## config.mk

```make
export PLATFORM = sky130hd
export DESIGN_NAME = expected_fifo
export DESIGN_NICKNAME = d
export VERILOG_FILES = /design/src/design/sram_bist_pkg.sv /design/src/design/expected_fifo.sv
export SDC_FILE = /design/constraint.sdc
export NUM_CORES = 1
export LEC_CHECK = 0
export ABC_CLOCK_PERIOD_IN_PS = 3770
export BUFFER_PORTS_ARGS = -buffer_cell sky130_fd_sc_hd__buf_2
export CORE_MARGIN = 2
export CORE_UTILIZATION = 50
export CTS_BUF_LIST = sky130_fd_sc_hd__clkbuf_2
export DETAILED_ROUTE_END_ITERATION = 8
export GPL_TIMING_DRIVEN = 0
export MAX_ROUTING_LAYER = met4
export PLACE_DENSITY = 0.72
export SLEW_MARGIN = 40
export SYNTH_ARGS = -nofsm -noshare
export SYNTH_HDL_FRONTEND = slang
export SYNTH_SLANG_ARGS = --single-unit
```

## constraint.sdc

```tcl
create_clock -name clk -period 3.77 [get_ports clk]
set_input_delay 0.377 -clock clk [delete_from_list [all_inputs] [get_ports clk]]
set_output_delay 0.377 -clock clk [all_outputs]
set_load 0.02 [all_outputs]
```

## src/design/sram_bist_pkg.sv

```systemverilog
package sram_bist_pkg;

  localparam int addr_w = 8;
  localparam int data_w = 16;

  typedef logic [addr_w-1:0] addr_t;
  typedef logic [data_w-1:0] data_t;
  typedef logic [2:0]        pat_t;

  // pattern sequence, run in index order
  localparam int   num_patterns    = 6;
  localparam pat_t pat_zeros       = 3'd0;
  localparam pat_t pat_ones        = 3'd1;
  localparam pat_t pat_checker     = 3'd2;
  localparam pat_t pat_checker_inv = 3'd3;
  localparam pat_t pat_addr        = 3'd4;
  localparam pat_t pat_seed_addr   = 3'd5;

  // checkerboard word at even addresses, odd ones get the inverse
  localparam data_t checker_even = 16'h5555;

  // async SRAM strobe timing, in clock cycles
  localparam int write_cycles = 2;
  localparam int read_cycles  = 2;
  typedef logic [2:0] cyc_t;

  // expected-data FIFO, pointers carry one extra wrap bit
  localparam int fifo_depth = 4;
  localparam int fifo_ptr_w = $clog2(fifo_depth);
  typedef logic [fifo_ptr_w:0] fifo_cnt_t;

endpackage

```

## src/design/expected_fifo.sv

```systemverilog
`timescale 1ns/1ns

module expected_fifo (
  input  logic                 clk,
  input  logic                 reset,
  input  logic                 push,
  input  sram_bist_pkg::data_t push_data,
  input  sram_bist_pkg::addr_t push_addr,
  input  logic                 pop,
  output sram_bist_pkg::data_t pop_data,
  output sram_bist_pkg::addr_t pop_addr,
  output logic                 full,
  output logic                 empty
);

  sram_bist_pkg::data_t     data_mem [sram_bist_pkg::fifo_depth];
  sram_bist_pkg::addr_t     addr_mem [sram_bist_pkg::fifo_depth];
  sram_bist_pkg::fifo_cnt_t wr_ptr;
  sram_bist_pkg::fifo_cnt_t rd_ptr;

  // same slot, wrap bits differ when full
  assign empty = (wr_ptr == rd_ptr);
  assign full  = (wr_ptr[sram_bist_pkg::fifo_ptr_w] != rd_ptr[sram_bist_pkg::fifo_ptr_w]) &&
                 (wr_ptr[sram_bist_pkg::fifo_ptr_w-1:0] == rd_ptr[sram_bist_pkg::fifo_ptr_w-1:0]);

  assign pop_data = data_mem[rd_ptr[sram_bist_pkg::fifo_ptr_w-1:0]];
  assign pop_addr = addr_mem[rd_ptr[sram_bist_pkg::fifo_ptr_w-1:0]];

  always_ff @(posedge clk) begin
    if (reset) begin
      wr_ptr <= '0;
      rd_ptr <= '0;
    end else begin
      if (push) wr_ptr <= wr_ptr + 1'b1;
      if (pop) rd_ptr <= rd_ptr + 1'b1;
    end
  end

  always_ff @(posedge clk) begin
    if (push) begin
      data_mem[wr_ptr[sram_bist_pkg::fifo_ptr_w-1:0]] <= push_data;
      addr_mem[wr_ptr[sram_bist_pkg::fifo_ptr_w-1:0]] <= push_addr;
    end
  end

  // sequencer must respect full, checker pops only for issued reads
  a_no_overflow: assert property (@(posedge clk) disable iff (reset) push |-> !full);
  a_no_underflow: assert property (@(posedge clk) disable iff (reset) pop |-> !empty);

endmodule

```

## Word-level counts from Yosys, hierarchy flattened

Memory sizes are Yosys's and may differ from the RTL's. A register that Yosys moved wholly into a read port is not among the register bits.
Cells that the tools add are included.

- Add/sub/neg operators: 2
- Equal/unequal tests: 3
- Muxes and demuxes: 6
- Reduce and logical (&&, ||, !) cells: 1

Operators with widths:

| cell | count |
|---|---|
| 2-bit 2-to-1 mux | 4 |
| 3-bit by 1-bit adder with 3-bit output, second input constant | 2 |
| 3-bit equality test | 1 |
| 2-bit equality test | 1 |
| 1-bit 2-to-1 mux | 2 |
| 1-bit logical AND | 1 |
| 1-bit inequality test | 1 |

- Bits in registers: 6
- Memory bits (writable): 96
- Memories: 2

Memory list:

| name | words | bits a word | read ports | clocked after memory_dff | write ports | RTL line | RTL |
|---|---|---|---|---|---|---|---|
| data_mem | 4 | 16 | 1 | 1 | 1 | expected_fifo.sv:16 | `sram_bist_pkg::data_t data_mem [sram_bist_pkg::fifo_depth];` |
| addr_mem | 4 | 8 | 1 | 1 | 1 | expected_fifo.sv:17 | `sram_bist_pkg::addr_t addr_mem [sram_bist_pkg::fifo_depth];` |

## Depth between registers and ports, before layout

- Depth in word-level cells: 3
- Mapped depth: 4
- Depth with buffers taken out: 4

## Least setup slack after synthesis

Ideal clock, no wire load.

- Kind: input port to flip-flop
- Start point: input push
- End point: memory addr_mem[0][0] in the netlist's numbering (enable)
- Setup time: 0.383 ns
- Arrival: 1.269 ns
- Setup slack: 2.118 ns
- Stages on the path: 2
- Path through: clkbuf_1 > and2_1

- Word-level cells in the longest chain between the ends: 2

Ends and longest elaborated chain:

| item | RTL line | RTL |
|---|---|---|
| from (decl) | expected_fifo.sv:6 | `input logic push,` |
| 1-bit 2-to-1 mux | expected_fifo.sv:40 | `if (push) begin` |
| 1-bit 2-to-1 mux (implied by the code) | expected_fifo.sv:42 | `addr_mem[wr_ptr[sram_bist_pkg::fifo_ptr_w-1:0]] <= push_addr;` |
| to (decl) | expected_fifo.sv:17 |  |

Every way passes these cells.

==> out/qor.yml <==
clock_network:
  cts_tree: "yes"
  path_clk_slew_ns: 0.22
  clockRootBuffer: "clkbuf_2"
  cts_resized: 0
  h-tree-depth: 3
  worstSkewPairLatency_ns: 0.55
  cts_sinks: 104
  cts_made_buffers: 9
  ctsLongestPathBuffers: 2
sta:
  setup_viol: 0
  timing.fmax_ghz: 0.4243
  setup_tns_ns: 0
  hold_ws_ns: 0.04886
  tightestPinTransition_ns: 0.6726
  drv_slew: 0
  timing_hold_violations_final: 0
  fin_skew_ns: 0.02701
  timing.final.crit_period_ns: 2.357
  rsz0062_at_grt: "false"
  relSlewSlack_pct: 55.16
  post-route-period-util_pct: 62.51
grt:
  grt_pass1_vias: 1984
  grt_start_max_net_pins: 25
  antenna_found_initial: 0
  grt_pass1_wl_mm: 10.05
  overflow: 0
  grt_usage_pct: 16.78
synthesis:
  synth_area_leaders: "edfxtp_1 (74%), mux4_2 (12%), dfxtp_1 (4.1%)"
  synth_top_area_share_pct: 73.87
  ys_ff_latch: 104
  post_synth.cell_area_avg_um2: 23.51
  yosysMostFrequentCell: "edfxtp_1"
  synth_area_mm2: 0.003902
  yosysUniqueCellTypes: 20
  synth-edff-count: 96
  ys_seq_area_share_pct: 77.97
  async_flop_share_pct: 0
  yosys_warnings: 0
  syn_nets: 199
  synth_cells: 166
  synthTopCellsByCount: "edfxtp_1 (96), mux4_2 (20), dfxtp_1 (8)"
  synth_flop_cell: "edfxtp_1"
  synth.largest_area_cell: "edfxtp_1"
floorplan:
  io_pins: 54
  coreArea_mm2: 0.007647
  start_util_pct: 51.03
  die_x_um: 92.35
  dieArea_mm2: 0.008528
  rows: 32
  fp.dieH_um: 92.35
job:
  maxCapViolCount: 0
critical_path:
  cp-start-kind: "flip-flop"
  critPathRequiredTime_ns: 3.39
  worstPathArrival_ns: 1.98
  reg2reg_from: "wr_ptr[0]$_SDFFE_PP0P_"
  reg2reg_slack_ns: 2.12
  cp-end-kind: "output pin"
  worstPathMaxFanout: 10
  reg2regPathDepth: 2
  crit_type: "flip-flop to output pin"
  timing.rr.end: "addr_mem[3][7]$_DFFE_PP_"
power_and_ir_drop:
  seq_power_share_pct: 60.8
  power.leakage_nw: 1.616
  p_sw_w: 0.0005221
  total_power_w: 0.002194
  peakVddDrop_mv: 0.1749
  combPwrFrac_pct: 13.6
  sw_frac_of_total_pct: 23.80
  p_int_w: 0.001672
  clkPwrFrac_pct: 25.6
  power_density_mw_per_mm2: 473.1
min_path:
  holdPathStages: 1
  holdCritStartpoint: "push_addr[1]"
  hold-path-endpoint: "addr_mem[0][1]$_DFFE_PP_"
  hp-class: "input pin to flip-flop"
layout:
  nets: 283
  area_growth_syn_to_layout_pct: 18.82
  layout-drive-gt1-share_pct: 38.58
  diodes: 0
  final_util_pct: 60.63
  finalNonFillerCells: 356
route:
  detail-route-antenna-nets: 0
  num_vias: 1796
  vias_per_cell: 5.045
  finalWirelength_mm: 6.353
  drt_first_pass_iters: 4
  dr.first_iter.drc_count: 153
  drc_errors: 0
  wl_per_cell_um: 17.85
placed_design:
  place.gp.congestion: 0.6419
  io_buffer_count: 52
  placed_cells: 320
  dp_hpwl_mm: 3.887
outcome:
  outcome: "finished, final reports clean"
stage by stage:
step	setup WS [ns]	area [um^2]
final	1.413	4637
after CTS	1.311	4627
after global placement	1.654	4290
after global routing	1.208	4637
after detailed placement	1.941	4295
after floorplan	2.118	3902
registers in the layout (all words and copies together) (netlist names), named ones only:
name and count:
data_mem 64, addr_mem 32, rd_ptr 3, wr_ptr 3
critical path, cell delays in order, from the launching register on:
cell	delay (ns)
dfxtp_1	0.36
clkbuf_1	0.23
buf_2	0.33
mux4_2	0.36
buf_2	0.18
timing repair:
| action | 4_1_cts | 5_1_grt |
|---|---|---|
| hold endpoints to repair | 66 | 4 |
| hold buffers | 20 | 1 |
| setup buffers | 0 | 0 |
| setup endpoints to repair | 0 | 0 |
power groups by stage:
| stage | clock [W] | sequential [W] | combinational [W] |
|---|---|---|---|
| finish | 0.000562 | 0.00133 | 0.000298 |
| floorplan | 0 | 0.00135 | 0.000193 |
| detailed placement | 0 | 0.00136 | 0.000287 |
| global placement | 0 | 0.00136 | 0.000280 |
| CTS | 0.000575 | 0.00134 | 0.000304 |
| global route | 0.000613 | 0.00134 | 0.000320 |
worst max-delay path by stage:
stage,slack [ns],end
2_1_floorplan,2.12,addr_mem[0][0]$_DFFE_PP_
3_3_place_gp,1.65,addr_mem[0][5]$_DFFE_PP_
3_5_place_dp,1.94,pop_data[9]
4_1_cts,1.31,pop_data[9]
5_1_grt,1.21,pop_data[2]
6_report,1.41,pop_data[12]
area by class of cell:
class                           count  area [um^2]
Tap cell                          102        127.6
Clock inverter                      5        81.33
Buffer                              7        68.82
Multi-Input combinational cell     53        788.3
Clock buffer                       10        50.05
Timing Repair Buffer               73        470.5
Inverter                            2        7.507
Sequential cell                   104         3043
Fill cell                         544         3010
logic make-up after synthesis:
logic type	after synthesis	share of synthesized area [%]
XOR/XNOR	5	1.122
adder cells (fa/ha/maj)	5	1.603
flip-flops	104	77.97
buffers and inverters	9	1.956
AND/OR/NAND/NOR	13	1.827
AO/OA/AOI/OAI	4	0.7695
multiplexers	26	14.75
layer usage:
| metal | wire length [um] | track usage [%] |
|---|---|---|
| met5 | 0 | - |
| met4 | 137 | 8.209 |
| met3 | 171 | 2.685 |
| met2 | 3161 | 26.82 |
| met1 | 2883 | 21.30 |
layout by cell type, fill, tap and decap left out:
cell / Yosys / layout
dfxtp_1: 8 / 8
buf_12: 2 / 2
a21bo_2: 2 / 2
clkbuf_2: 0 / 10
a21oi_1: 2 / 2
xor2_1: 2 / 2
mux4_2: 20 / 20
dlygate4sd3_1: 0 / 21
inv_1: 2 / 2
nor3_1: 1 / 1
inv_6: 0 / 1
ha_1: 5 / 5
bufinv_16: 0 / 2
nor2_1: 5 / 5
edfxtp_1: 96 / 96
nor3b_1: 1 / 1
buf_6: 1 / 1
clkinv_2: 0 / 1
mux4_1: 4 / 4
xnor2_1: 3 / 3
clkbuf_1: 2 / 2
buf_2: 2 / 54
clkinvlp_4: 0 / 1
and2_2: 0 / 4
nand3b_1: 2 / 2
mux2i_1: 2 / 2
(Power assumes the default switching activity.)
