`src/design/sram_bist_pkg.sv`:
```
package sram_bist_pkg;

  localparam int addr_w = 8;
  localparam int data_w = 16;

  typedef logic [addr_w-1:0] addr_t;
  typedef logic [data_w-1:0] data_t;
  typedef logic [2:0]        pat_t;

  // pattern sequence, run in index order
  localparam int   num_patterns    = 6;
  localparam pat_t pat_zeros       = 3'd0;
  localparam pat_t pat_ones        = 3'd1;
  localparam pat_t pat_checker     = 3'd2;
  localparam pat_t pat_checker_inv = 3'd3;
  localparam pat_t pat_addr        = 3'd4;
  localparam pat_t pat_seed_addr   = 3'd5;

  // checkerboard word at even addresses, odd ones get the inverse
  localparam data_t checker_even = 16'h5555;

  // async SRAM strobe timing, in clock cycles
  localparam int write_cycles = 2;
  localparam int read_cycles  = 2;
  typedef logic [2:0] cyc_t;

  // expected-data FIFO, pointers carry one extra wrap bit
  localparam int fifo_depth = 4;
  localparam int fifo_ptr_w = $clog2(fifo_depth);
  typedef logic [fifo_ptr_w:0] fifo_cnt_t;

endpackage

```
`src/design/axil_if.sv`:
```
`timescale 1ns/1ns

interface axil_if;

  // write address
  sram_bist_pkg::addr_t awaddr;
  logic                 awvalid;
  logic                 awready;

  // write data, strobes always full
  sram_bist_pkg::data_t wdata;
  logic                 wvalid;
  logic                 wready;

  // write response, always OKAY so no resp field
  logic                 bvalid;
  logic                 bready;

  // read address
  sram_bist_pkg::addr_t araddr;
  logic                 arvalid;
  logic                 arready;

  // read data
  sram_bist_pkg::data_t rdata;
  logic                 rvalid;
  logic                 rready;

  modport master (
    output awaddr, awvalid, input awready,
    output wdata, wvalid, input wready,
    input bvalid, output bready,
    output araddr, arvalid, input arready,
    input rdata, rvalid, output rready
  );

  modport slave (
    input awaddr, awvalid, output awready,
    input wdata, wvalid, output wready,
    output bvalid, input bready,
    input araddr, arvalid, output arready,
    output rdata, rvalid, input rready
  );

  // observes read responses only
  modport monitor (
    input rdata, rvalid, rready
  );

endinterface

```
`src/design/pattern_gen.sv`:
```
`timescale 1ns/1ns

module pattern_gen (
  input  logic                 clk,
  input  logic                 reset,
  input  logic                 first,
  input  logic                 next,
  input  sram_bist_pkg::data_t seed,
  input  sram_bist_pkg::addr_t addr,
  output sram_bist_pkg::pat_t  pat,
  output sram_bist_pkg::data_t data,
  output logic                 last
);

  sram_bist_pkg::data_t seed_q;
  sram_bist_pkg::data_t addr_word;
  sram_bist_pkg::data_t checker_word;

  assign last = (pat == sram_bist_pkg::pat_t'(sram_bist_pkg::num_patterns - 1));

  always_ff @(posedge clk) begin
    if (reset) begin
      pat <= '0;
    end else if (first) begin
      pat <= '0;
    end else if (next && !last) begin
      pat <= pat + 1'b1;
    end
  end

  // seed only matters for the last pattern and is held for the whole run
  always_ff @(posedge clk) begin
    if (first) begin
      seed_q <= seed;
    end
  end

  assign addr_word    = sram_bist_pkg::data_t'(addr);
  assign checker_word = addr[0] ? ~sram_bist_pkg::checker_even : sram_bist_pkg::checker_even;

  always_comb begin
    case (pat)
      sram_bist_pkg::pat_zeros:       data = '0;
      sram_bist_pkg::pat_ones:        data = '1;
      sram_bist_pkg::pat_checker:     data = checker_word;
      sram_bist_pkg::pat_checker_inv: data = ~checker_word;
      sram_bist_pkg::pat_addr:        data = addr_word;
      sram_bist_pkg::pat_seed_addr:   data = seed_q ^ addr_word;
      default:                        data = '0;
    endcase
  end

endmodule

```
`src/design/bist_sequencer.sv`:
```
`timescale 1ns/1ns

module bist_sequencer (
  input  logic                 clk,
  input  logic                 reset,
  input  logic                 start,
  input  sram_bist_pkg::data_t seed,
  axil_if.master               bus,
  output logic                 fifo_push,
  output sram_bist_pkg::data_t fifo_data,
  output sram_bist_pkg::addr_t fifo_addr,
  input  logic                 fifo_full,
  input  logic                 fifo_empty,
  input  logic                 fail,
  output logic                 done,
  output sram_bist_pkg::pat_t  pat
);

  typedef enum logic [2:0] {
    idle, write_pass, wait_writes, read_pass, wait_reads, next_pattern, finish
  } state_t;

  state_t                   state;
  sram_bist_pkg::addr_t     addr;
  sram_bist_pkg::fifo_cnt_t in_flight;
  sram_bist_pkg::data_t     pg_data;
  logic                     pg_first;
  logic                     pg_next;
  logic                     pg_last;
  logic                     wr_busy;
  logic                     issue_write;
  logic                     issue_read;
  logic                     aw_fire;
  logic                     w_fire;
  logic                     b_fire;
  logic                     ar_fire;
  logic                     r_fire;

  pattern_gen pattern_gen_inst (
    .clk   (clk),
    .reset (reset),
    .first (pg_first),
    .next  (pg_next),
    .seed  (seed),
    .addr  (addr),
    .pat   (pat),
    .data  (pg_data),
    .last  (pg_last)
  );

  assign pg_first = (state == idle) && start;
  assign pg_next  = (state == next_pattern);

  assign aw_fire = bus.awvalid && bus.awready;
  assign w_fire  = bus.wvalid && bus.wready;
  assign b_fire  = bus.bvalid && bus.bready;
  assign ar_fire = bus.arvalid && bus.arready;
  assign r_fire  = bus.rvalid && bus.rready;

  // one write at a time, reads pipeline behind the accepted address
  assign issue_write = (state == write_pass) && !wr_busy;
  assign issue_read  = (state == read_pass) && !fail && !fifo_full &&
                       (!bus.arvalid || ar_fire);

  // expected word enters the FIFO as the read address is issued
  assign fifo_push = issue_read;
  assign fifo_data = pg_data;
  assign fifo_addr = addr;

  always_ff @(posedge clk) begin
    if (reset) begin
      state <= idle;
      addr  <= '0;
      done  <= 1'b0;
    end else begin
      case (state)
        idle: begin
          if (start) begin
            state <= write_pass;
            addr  <= '0;
            done  <= 1'b0;
          end
        end
        write_pass: begin
          if (issue_write) begin
            addr <= addr + 1'b1;
            if (addr == '1) state <= wait_writes;
          end
        end
        wait_writes: begin
          if (!wr_busy) state <= read_pass;
        end
        read_pass: begin
          // on a failure stop issuing, the pending address still completes
          if (fail) begin
            state <= wait_reads;
          end else if (issue_read) begin
            addr <= addr + 1'b1;
            if (addr == '1) state <= wait_reads;
          end
        end
        wait_reads: begin
          if (in_flight == '0 && fifo_empty) begin
            state <= (fail || pg_last) ? finish : next_pattern;
          end
        end
        next_pattern: state <= write_pass;
        finish: begin
          done  <= 1'b1;
          state <= idle;
        end
        default: state <= idle;
      endcase
    end
  end

  // channel valids, response readies held high
  always_ff @(posedge clk) begin
    if (reset) begin
      bus.awvalid <= 1'b0;
      bus.wvalid  <= 1'b0;
      bus.arvalid <= 1'b0;
      bus.bready  <= 1'b0;
      bus.rready  <= 1'b0;
      wr_busy     <= 1'b0;
    end else begin
      bus.bready <= 1'b1;
      bus.rready <= 1'b1;
      if (aw_fire) bus.awvalid <= 1'b0;
      if (w_fire) bus.wvalid <= 1'b0;
      if (b_fire) wr_busy <= 1'b0;
      if (issue_write) begin
        bus.awvalid <= 1'b1;
        bus.wvalid  <= 1'b1;
        wr_busy     <= 1'b1;
      end
      if (ar_fire) bus.arvalid <= 1'b0;
      if (issue_read) bus.arvalid <= 1'b1;
    end
  end

  always_ff @(posedge clk) begin
    if (issue_write) begin
      bus.awaddr <= addr;
      bus.wdata  <= pg_data;
    end
    if (issue_read) begin
      bus.araddr <= addr;
    end
  end

  // reads issued but not yet answered
  always_ff @(posedge clk) begin
    if (reset) begin
      in_flight <= '0;
    end else begin
      case ({issue_read, r_fire})
        2'b10:   in_flight <= in_flight + 1'b1;
        2'b01:   in_flight <= in_flight - 1'b1;
        default: in_flight <= in_flight;
      endcase
    end
  end

endmodule

```
`src/flat_wrapper.sv`:
```
// flat-port wrapper written by rule: the top's interface ports become plain ports
module bist_sequencer_flat 
  (clk, reset, start, seed, fifo_push, fifo_data, fifo_addr, fifo_full, fifo_empty, fail, done, pat, bus_awaddr, bus_awvalid, bus_awready, bus_wdata, bus_wvalid, bus_wready, bus_bvalid, bus_bready, bus_araddr, bus_arvalid, bus_arready, bus_rdata, bus_rvalid, bus_rready);
  axil_if bus_i ();
  input  logic clk;
  input  logic reset;
  input  logic start;
  input  sram_bist_pkg::data_t seed;
  output logic fifo_push;
  output sram_bist_pkg::data_t fifo_data;
  output sram_bist_pkg::addr_t fifo_addr;
  input  logic fifo_full;
  input  logic fifo_empty;
  input  logic fail;
  output logic done;
  output sram_bist_pkg::pat_t pat;
  output wire logic [$bits(bus_i.awaddr)-1:0] bus_awaddr;
  output wire logic [$bits(bus_i.awvalid)-1:0] bus_awvalid;
  input wire logic [$bits(bus_i.awready)-1:0] bus_awready;
  output wire logic [$bits(bus_i.wdata)-1:0] bus_wdata;
  output wire logic [$bits(bus_i.wvalid)-1:0] bus_wvalid;
  input wire logic [$bits(bus_i.wready)-1:0] bus_wready;
  input wire logic [$bits(bus_i.bvalid)-1:0] bus_bvalid;
  output wire logic [$bits(bus_i.bready)-1:0] bus_bready;
  output wire logic [$bits(bus_i.araddr)-1:0] bus_araddr;
  output wire logic [$bits(bus_i.arvalid)-1:0] bus_arvalid;
  input wire logic [$bits(bus_i.arready)-1:0] bus_arready;
  input wire logic [$bits(bus_i.rdata)-1:0] bus_rdata;
  input wire logic [$bits(bus_i.rvalid)-1:0] bus_rvalid;
  output wire logic [$bits(bus_i.rready)-1:0] bus_rready;
  assign bus_awaddr = bus_i.awaddr;
  assign bus_awvalid = bus_i.awvalid;
  assign bus_i.awready = bus_awready;
  assign bus_wdata = bus_i.wdata;
  assign bus_wvalid = bus_i.wvalid;
  assign bus_i.wready = bus_wready;
  assign bus_i.bvalid = bus_bvalid;
  assign bus_bready = bus_i.bready;
  assign bus_araddr = bus_i.araddr;
  assign bus_arvalid = bus_i.arvalid;
  assign bus_i.arready = bus_arready;
  assign bus_i.rdata = bus_rdata;
  assign bus_i.rvalid = bus_rvalid;
  assign bus_rready = bus_i.rready;
  bist_sequencer u_core (.clk(clk), .reset(reset), .start(start), .seed(seed), .bus(bus_i), .fifo_push(fifo_push), .fifo_data(fifo_data), .fifo_addr(fifo_addr), .fifo_full(fifo_full), .fifo_empty(fifo_empty), .fail(fail), .done(done), .pat(pat));
endmodule
```
`config.mk`:
```
export PLATFORM = sky130hd
export DESIGN_NAME = bist_sequencer_flat
export DESIGN_NICKNAME = d
export VERILOG_FILES = /design/src/design/sram_bist_pkg.sv /design/src/design/axil_if.sv /design/src/design/pattern_gen.sv /design/src/design/bist_sequencer.sv /design/src/flat_wrapper.sv
export SDC_FILE = /design/constraint.sdc
export NUM_CORES = 1
export LEC_CHECK = 0
export BUFFER_PORTS_ARGS = -buffer_cell sky130_fd_sc_hd__buf_4
export CORE_MARGIN = 5
export CORE_UTILIZATION = 45
export DETAILED_ROUTE_END_ITERATION = 6
export PLACE_DENSITY_LB_ADDON = 0.12
export SYNTH_ARGS = -nofsm -noshare
export SYNTH_HDL_FRONTEND = slang
export SYNTH_HIERARCHICAL = 1
export SYNTH_SLANG_ARGS = --single-unit
```
`constraint.sdc`:
```
create_clock -name clk -period 2.3 [get_ports clk]
set_input_delay 0.23 -clock clk [delete_from_list [all_inputs] [get_ports clk]]
set_output_delay 0.23 -clock clk [all_outputs]
set_load 0.02 [all_outputs]
```
### Word-level counts from Yosys, hierarchy flattened

Cells that the tools add are included.

* $add $sub $neg: 4
* multipliers: 0
* divide/modulo/power cells: 0
* order comparisons: 0
* eq/ne operators: 23
* shift operators: 0
* multiplexer cells: 29
* bitwise logic cells: 2
* reductions and logical operators: 32

Operators with widths (count)
* $pmux W16 S5: 1
* $mux W8: 4
* $mux W3: 8
* $pmux W8 S3: 1
* $pmux W3 S6: 1
* $mux W16: 1
* $not A16 Y16: 1
* $xor A16 B8 Y16: 1
* $eq A3 B3 Y1 const B: 5
* $eq A3 B2 Y1 const B: 4
* $logic_and A1 B1 Y1: 12
* $reduce_bool A2 Y1: 6
* $mux W1: 10
* $add A8 B1 Y8 const B: 1
* $eq A8 B8 Y1 const B: 1
* $ne A2 B2 Y1 const B: 4
* $reduce_and A7 Y1: 1
* $add A3 B1 Y3 const B: 2
* $eq A3 B1 Y1 const B: 2
* $logic_not A3 Y1: 2
* $ne A2 B1 Y1 const B: 3
* $pmux W3 S2: 1
* $logic_not A1 Y1: 5
* $reduce_and A5 Y1: 1
* other kinds (11): 12

* bits in registers: 71
* bits in latches: 0
* bits in writable memories: 0
* bits in read-only memories: 0
* input bits: 43
* output and inout bits: 66
* word-level logic and storage cells: 104
* memories kept: 0

### Depth between registers and ports, before layout

* depth after elaboration: 7
* gate-level depth with buffers: 9
* depth with buffers taken out: 7

### Cells and area by module

Netlist, hierarchy kept.

Modules (own cells, without submodules)
* bist_sequencer: times used 1, cells an instance 167, area each 2134.5 um^2, sequential area each 1361.3 um^2
* pattern_gen: times used 1, cells an instance 90, area each 1041.0 um^2, sequential area each 540.5 um^2

### Least setup slack after synthesis

OpenSTA, ideal clock, no wires.

* path kind: reg-to-reg
* from: reg u_core.state[2]
* to: reg u_core.pattern_gen_inst.seed_q[0] (enable)
* setup time: 416 ps
* data arrival time: 1825 ps
* required time: 1884 ps
* slack: 59 ps
* stages on the path, launching flop included: 3
* buffers on the path: 1
* clock period less this slack: 2241 ps
* cells stage by stage: dfxtp_1 > buf_2 > nor3_1

* word-level cells in the longest chain between the ends: 2

Ends and longest elaborated chain
* from (decl): line bist_sequencer.sv:23 `state_t state;`
* from (signal assigned): line bist_sequencer.sv:72 `state <= idle;`
* from (signal assigned): line bist_sequencer.sv:79 `state <= write_pass;`
* from (signal assigned): line bist_sequencer.sv:87 `if (addr == '1) state <= wait_writes;`
* $logic_not A3 Y1: line bist_sequencer.sv:51 `assign pg_first = (state == idle) && start;`
* $logic_and A1 B1 Y1: line bist_sequencer.sv:51
* via u_core.pg_first: line bist_sequencer.sv:27 `logic pg_first;`
* to (signal assigned): line pattern_gen.sv:34 `seed_q <= seed;`
* to (decl): line pattern_gen.sv:15 `sram_bist_pkg::data_t seed_q;`

The timed path passes the listed nets, and every way through them passes these cells.
A chain may end at the register's enable or synchronous reset.

### Worst setup path in the final report

* from: reg u_core.pattern_gen_inst.pat[1]
* to: out fifo_data[7]

* word-level cells in the longest chain between the ends: 2
* elaborated cells between the ends (all ways): 6
* classes of those cells: eq/ne (5); mux (1)

Ends and longest elaborated chain
* from (decl): line pattern_gen.sv:10 `output sram_bist_pkg::pat_t pat,`
* from (signal assigned): line pattern_gen.sv:27 `pat <= pat + 1'b1;`
* $eq A3 B3 Y1 (tied with other cells): line pattern_gen.sv:42 `case (pat)`
* $pmux W16 S5 *: line pattern_gen.sv:42
* to (decl): line flat_wrapper.sv:10 `output sram_bist_pkg::data_t fifo_data;`

Mark *: on every way between the ends. The rest lies on a longest branch, timed or not.

==> results.py <==
metrics = {
    "run_status": {
        "status": "completed",
    },
    "timing": {
        "worst_slew_pin_slew_ns": 0.467,
        "maxSlewViolCount": 0,
        "tns_ns": 0,
        "min_period_over_period": 0.914,
        "finalWorstSetupSlack_ns": 0.198,
        "hold_viol": 0,
        "layout_min_cycle_time_ns": 2.10,
        "rsz0062_at_grt": "no",
        "setup_viol": 0,
        "max_freq_mhz": 476,
        "finalClockSkew_ns": 0.00711,
        "relSlewSlack": 0.684,
    },
    "logic_synthesis": {
        "synth-edff-count": 48,
        "synth_area_leaders": "edfxtp_1 (45%), dfxtp_1 (14%), a21oi_1 (3.2%)",
        "syn_area_um2": 3180,
        "synth_cells": 257,
        "ys_seq_area_frac": 0.599,
        "synth_top_cells_by_count": "edfxtp_1 (48), dfxtp_1 (23), a21oi_1 (20), nand2_1 (18), nand2b_1 (16)",
        "synth.top_cell.area_share": 0.454,
        "synth.distinct_cells": 61,
        "synth_warnings": 6,
        "ys.flop_type": "edfxtp_1",
        "yosys_register_bits": 71,
        "yosysTopAreaCell": "edfxtp_1",
        "synth.most_common_cell": "edfxtp_1",
        "synthArstFlopShare": 0,
        "syn-num-nets": 308,
        "synth.avg_cell_area_um2": 12.4,
    },
    "layout": {
        "n_fill_cell": 555,
        "drive_gt1_frac": 0.380,
        "area_growth_pct": 34.4,
        "layout.area.seq_um2": 1900,
        "instances_no_fill": 464,
        "nets": 414,
        "multi_input_area_um2": 1190,
        "n_antenna_cell": 0,
        "utilization": 0.625,
        "design_area_um2": 4270,
    },
    "worst_setup_path": {
        "cp_max_fo": 10,
        "cp.required_ns": 2.07,
        "endpoint_kind": "primary output",
        "r2r-end": "u_core/in_flight[2]",
        "critical_path_class": "flip-flop to primary output",
        "reg2reg_from": "u_core/state[2]",
        "reg2regPathDepth": 7,
        "arrival_ns": 1.87,
        "regToRegSetupSlack_ns": 0.30,
        "start_kind": "flip-flop",
    },
    "clock_tree": {
        "cts.sinks": 71,
        "cts.clk_slew.worst_paths_ns": 0.07,
        "clk_latency_ns": 0.33,
        "h-tree-depth": 3,
        "root_buffer": "clkbuf_8",
        "cts_max_path_buffers": 2,
        "cts_buffers": 9,
        "cts_tree": "yes",
    },
    "placed_design": {
        "place_inst": 447,
        "dp_slack_ns": 0.204,
        "dp_hpwl_um": 5110,
        "detailed_place.area_um2": 4010,
        "finalWeightedCongestion": 0.759,
        "port_buffers": 92,
    },
    "die": {
        "fp.dieH_um": 94.0,
        "fp.coreArea_um2": 6830,
        "ioPinCount": 109,
        "start_util": 0.465,
        "die_x_um": 94.0,
        "die_area_um2": 8840,
        "rows": 30,
    },
    "drt": {
        "drtIter0Drc": 125,
        "vias": 2363,
        "dr.pass1.iters": 4,
        "drc": 0,
        "drt_wl_total_um": 7320,
        "viasPerCell": 5.09,
        "wl_per_cell_um": 15.8,
        "postRouteAntennaNets": 0,
    },
    "power_and_ir_drop": {
        "leakage_nw": 1.78,
        "peakVddDrop_v": 0.000388,
        "switching_share": 0.222,
        "p_clk_frac": 0.388,
        "p_seq_frac": 0.526,
        "comb_power_share": 0.086,
        "power.switching_mw": 0.606,
        "p_int_mw": 2.12,
        "powerDensity_nw_per_um2": 640,
    },
    "grt": {
        "grtUsageTotal": 0.162,
        "antenna_found_initial": 0,
        "grt-ovfl-total": 0,
        "grt_pass1_wl_um": 11000,
        "grt_max_degree": 25,
        "grt_pass1_vias": 2259,
    },
    "min_path": {
        "hp-class": "input port to flip-flop",
        "whs_endpoint": "u_core/pattern_gen_inst/seed_q[5]",
        "holdCritStartpoint": "seed[5]",
        "min_path_cells": 1,
    },
    "run": {
        "drv_cap": 0,
    },
}
-- kinds of logic after synthesis --
family	after synthesis	share of synthesized area
DFF	71	0.599
xor gates and xnor gates	4	0.0110
AOI/OAI and AO/OA	70	0.163
adders and majority gates	8	0.0339
buffers and inverters	21	0.0351
and+or+nand+nor	80	0.149
muxes	3	0.00946
-- per-layer routing --
layer	GRT usage	routed length, um	up-vias
met1	0.207	3200	1113
met4	0.0554	35	0
met3	0.0505	483	2
met5	0	0	-
li1	-	-	1171
met2	0.261	3600	77
-- critical path, cell delays in order, from the launching register on --
cell and delay [ns]:
dfxtp_2 0.37, inv_1 0.09, ha_4 0.19, buf_4 0.18, a21oi_1 0.17, o22ai_2 0.18
a21o_1 0.21, buf_4 0.16
-- state kept, by name, indices dropped and copies added, names as in the netlist --
register / flops
u_core/bus.wdata: 16
u_core/pattern_gen_inst/seed_q: 16
u_core/bus.araddr: 8
u_core/bus.awaddr: 8
u_core/fifo_addr: 8
u_core/in_flight: 3
u_core/pattern_gen_inst/pat: 3
u_core/state: 3
u_core/bus.arvalid: 1
u_core/bus.awvalid: 1
u_core/bus.rready: 1
u_core/bus.wvalid: 1
u_core/done: 1
u_core/wr_busy: 1
-- how the worst max path moves through the flow --
stage | startpoint | end | slack, ns | depth (start not counted)
2_1_floorplan | u_core/state[2] | u_core/pattern_gen_inst/seed_q[0] | 0.06 | 2
3_5_place_dp | fail | u_core/in_flight[2] | 0.20 | 8
6_report | u_core/pattern_gen_inst/pat[1] | fifo_data[7] | 0.20 | 7
4_1_cts | u_core/pattern_gen_inst/pat[0] | fifo_data[2] | 0.01 | 6
5_1_grt | u_core/pattern_gen_inst/pat[1] | fifo_data[4] | 0.05 | 7
3_3_place_gp | fail | u_core/in_flight[2] | 0.25 | 8
-- cells in the final DEF (no fill, tap or decap), types with 2 or more instances in the layout --
master,count
a22oi_1,2
mux2i_1,3
and2_1,3
or3_1,2
o211ai_1,3
nor2b_1,5
nor3_1,5
edfxtp_1,48
buf_4,104
a31oi_1,5
and3_1,3
dfxtp_1,21
clkinv_1,2
clkbuf_8,9
a21o_1,9
o21ai_0,9
a21oi_1,20
nand3_1,4
o31ai_2,2
dfxtp_2,2
inv_2,2
nand2b_1,16
nor2_1,8
bufinv_16,2
nand2_1,18
o32ai_1,2
inv_1,8
nand2b_4,2
ha_1,6
nor4_1,2
xor2_1,2
xnor2_1,2
-- power groups by stage --
stage	Sequential, mW	Combinational (mW)	Clock, mW
floorplan	1.50	0.0877	0
detailed placement	1.46	0.236	0
global placement	1.46	0.233	0
global route	1.44	0.252	1.14
CTS	1.44	0.238	1.08
finish	1.44	0.236	1.06
-- repair_timing --
action / in CTS / in global routing
setup endpoints to repair: 4 / 16
pin swaps: 0 / 0
buffers inserted: 0 / 1
resized for setup: 1 / 5
hold buffers: 0 / 0
-- through the flow --
| stage | hold WS, ns | total power [mW] |
|---|---|---|
| 6_report | 0.0680 | 2.73 |
| 2_1_floorplan | 0.307 | 1.59 |
| 3_3_place_gp | 0.408 | 1.70 |
| 4_1_cts | 0.0526 | 2.75 |
| 5_1_grt | 0.0397 | 2.83 |
| 3_5_place_dp | 0.409 | 1.70 |
-- layout make-up --
cell class	count	share of cell area
clock buffer	10	0.0299
clock inverter	6	0.0199
sequential	71	0.446
multi-input combinational	165	0.279
timing repair buffer	105	0.188
tap	96	0.0281
inverter	11	0.00967
No activity file was read; power rests on OpenSTA's default activity.
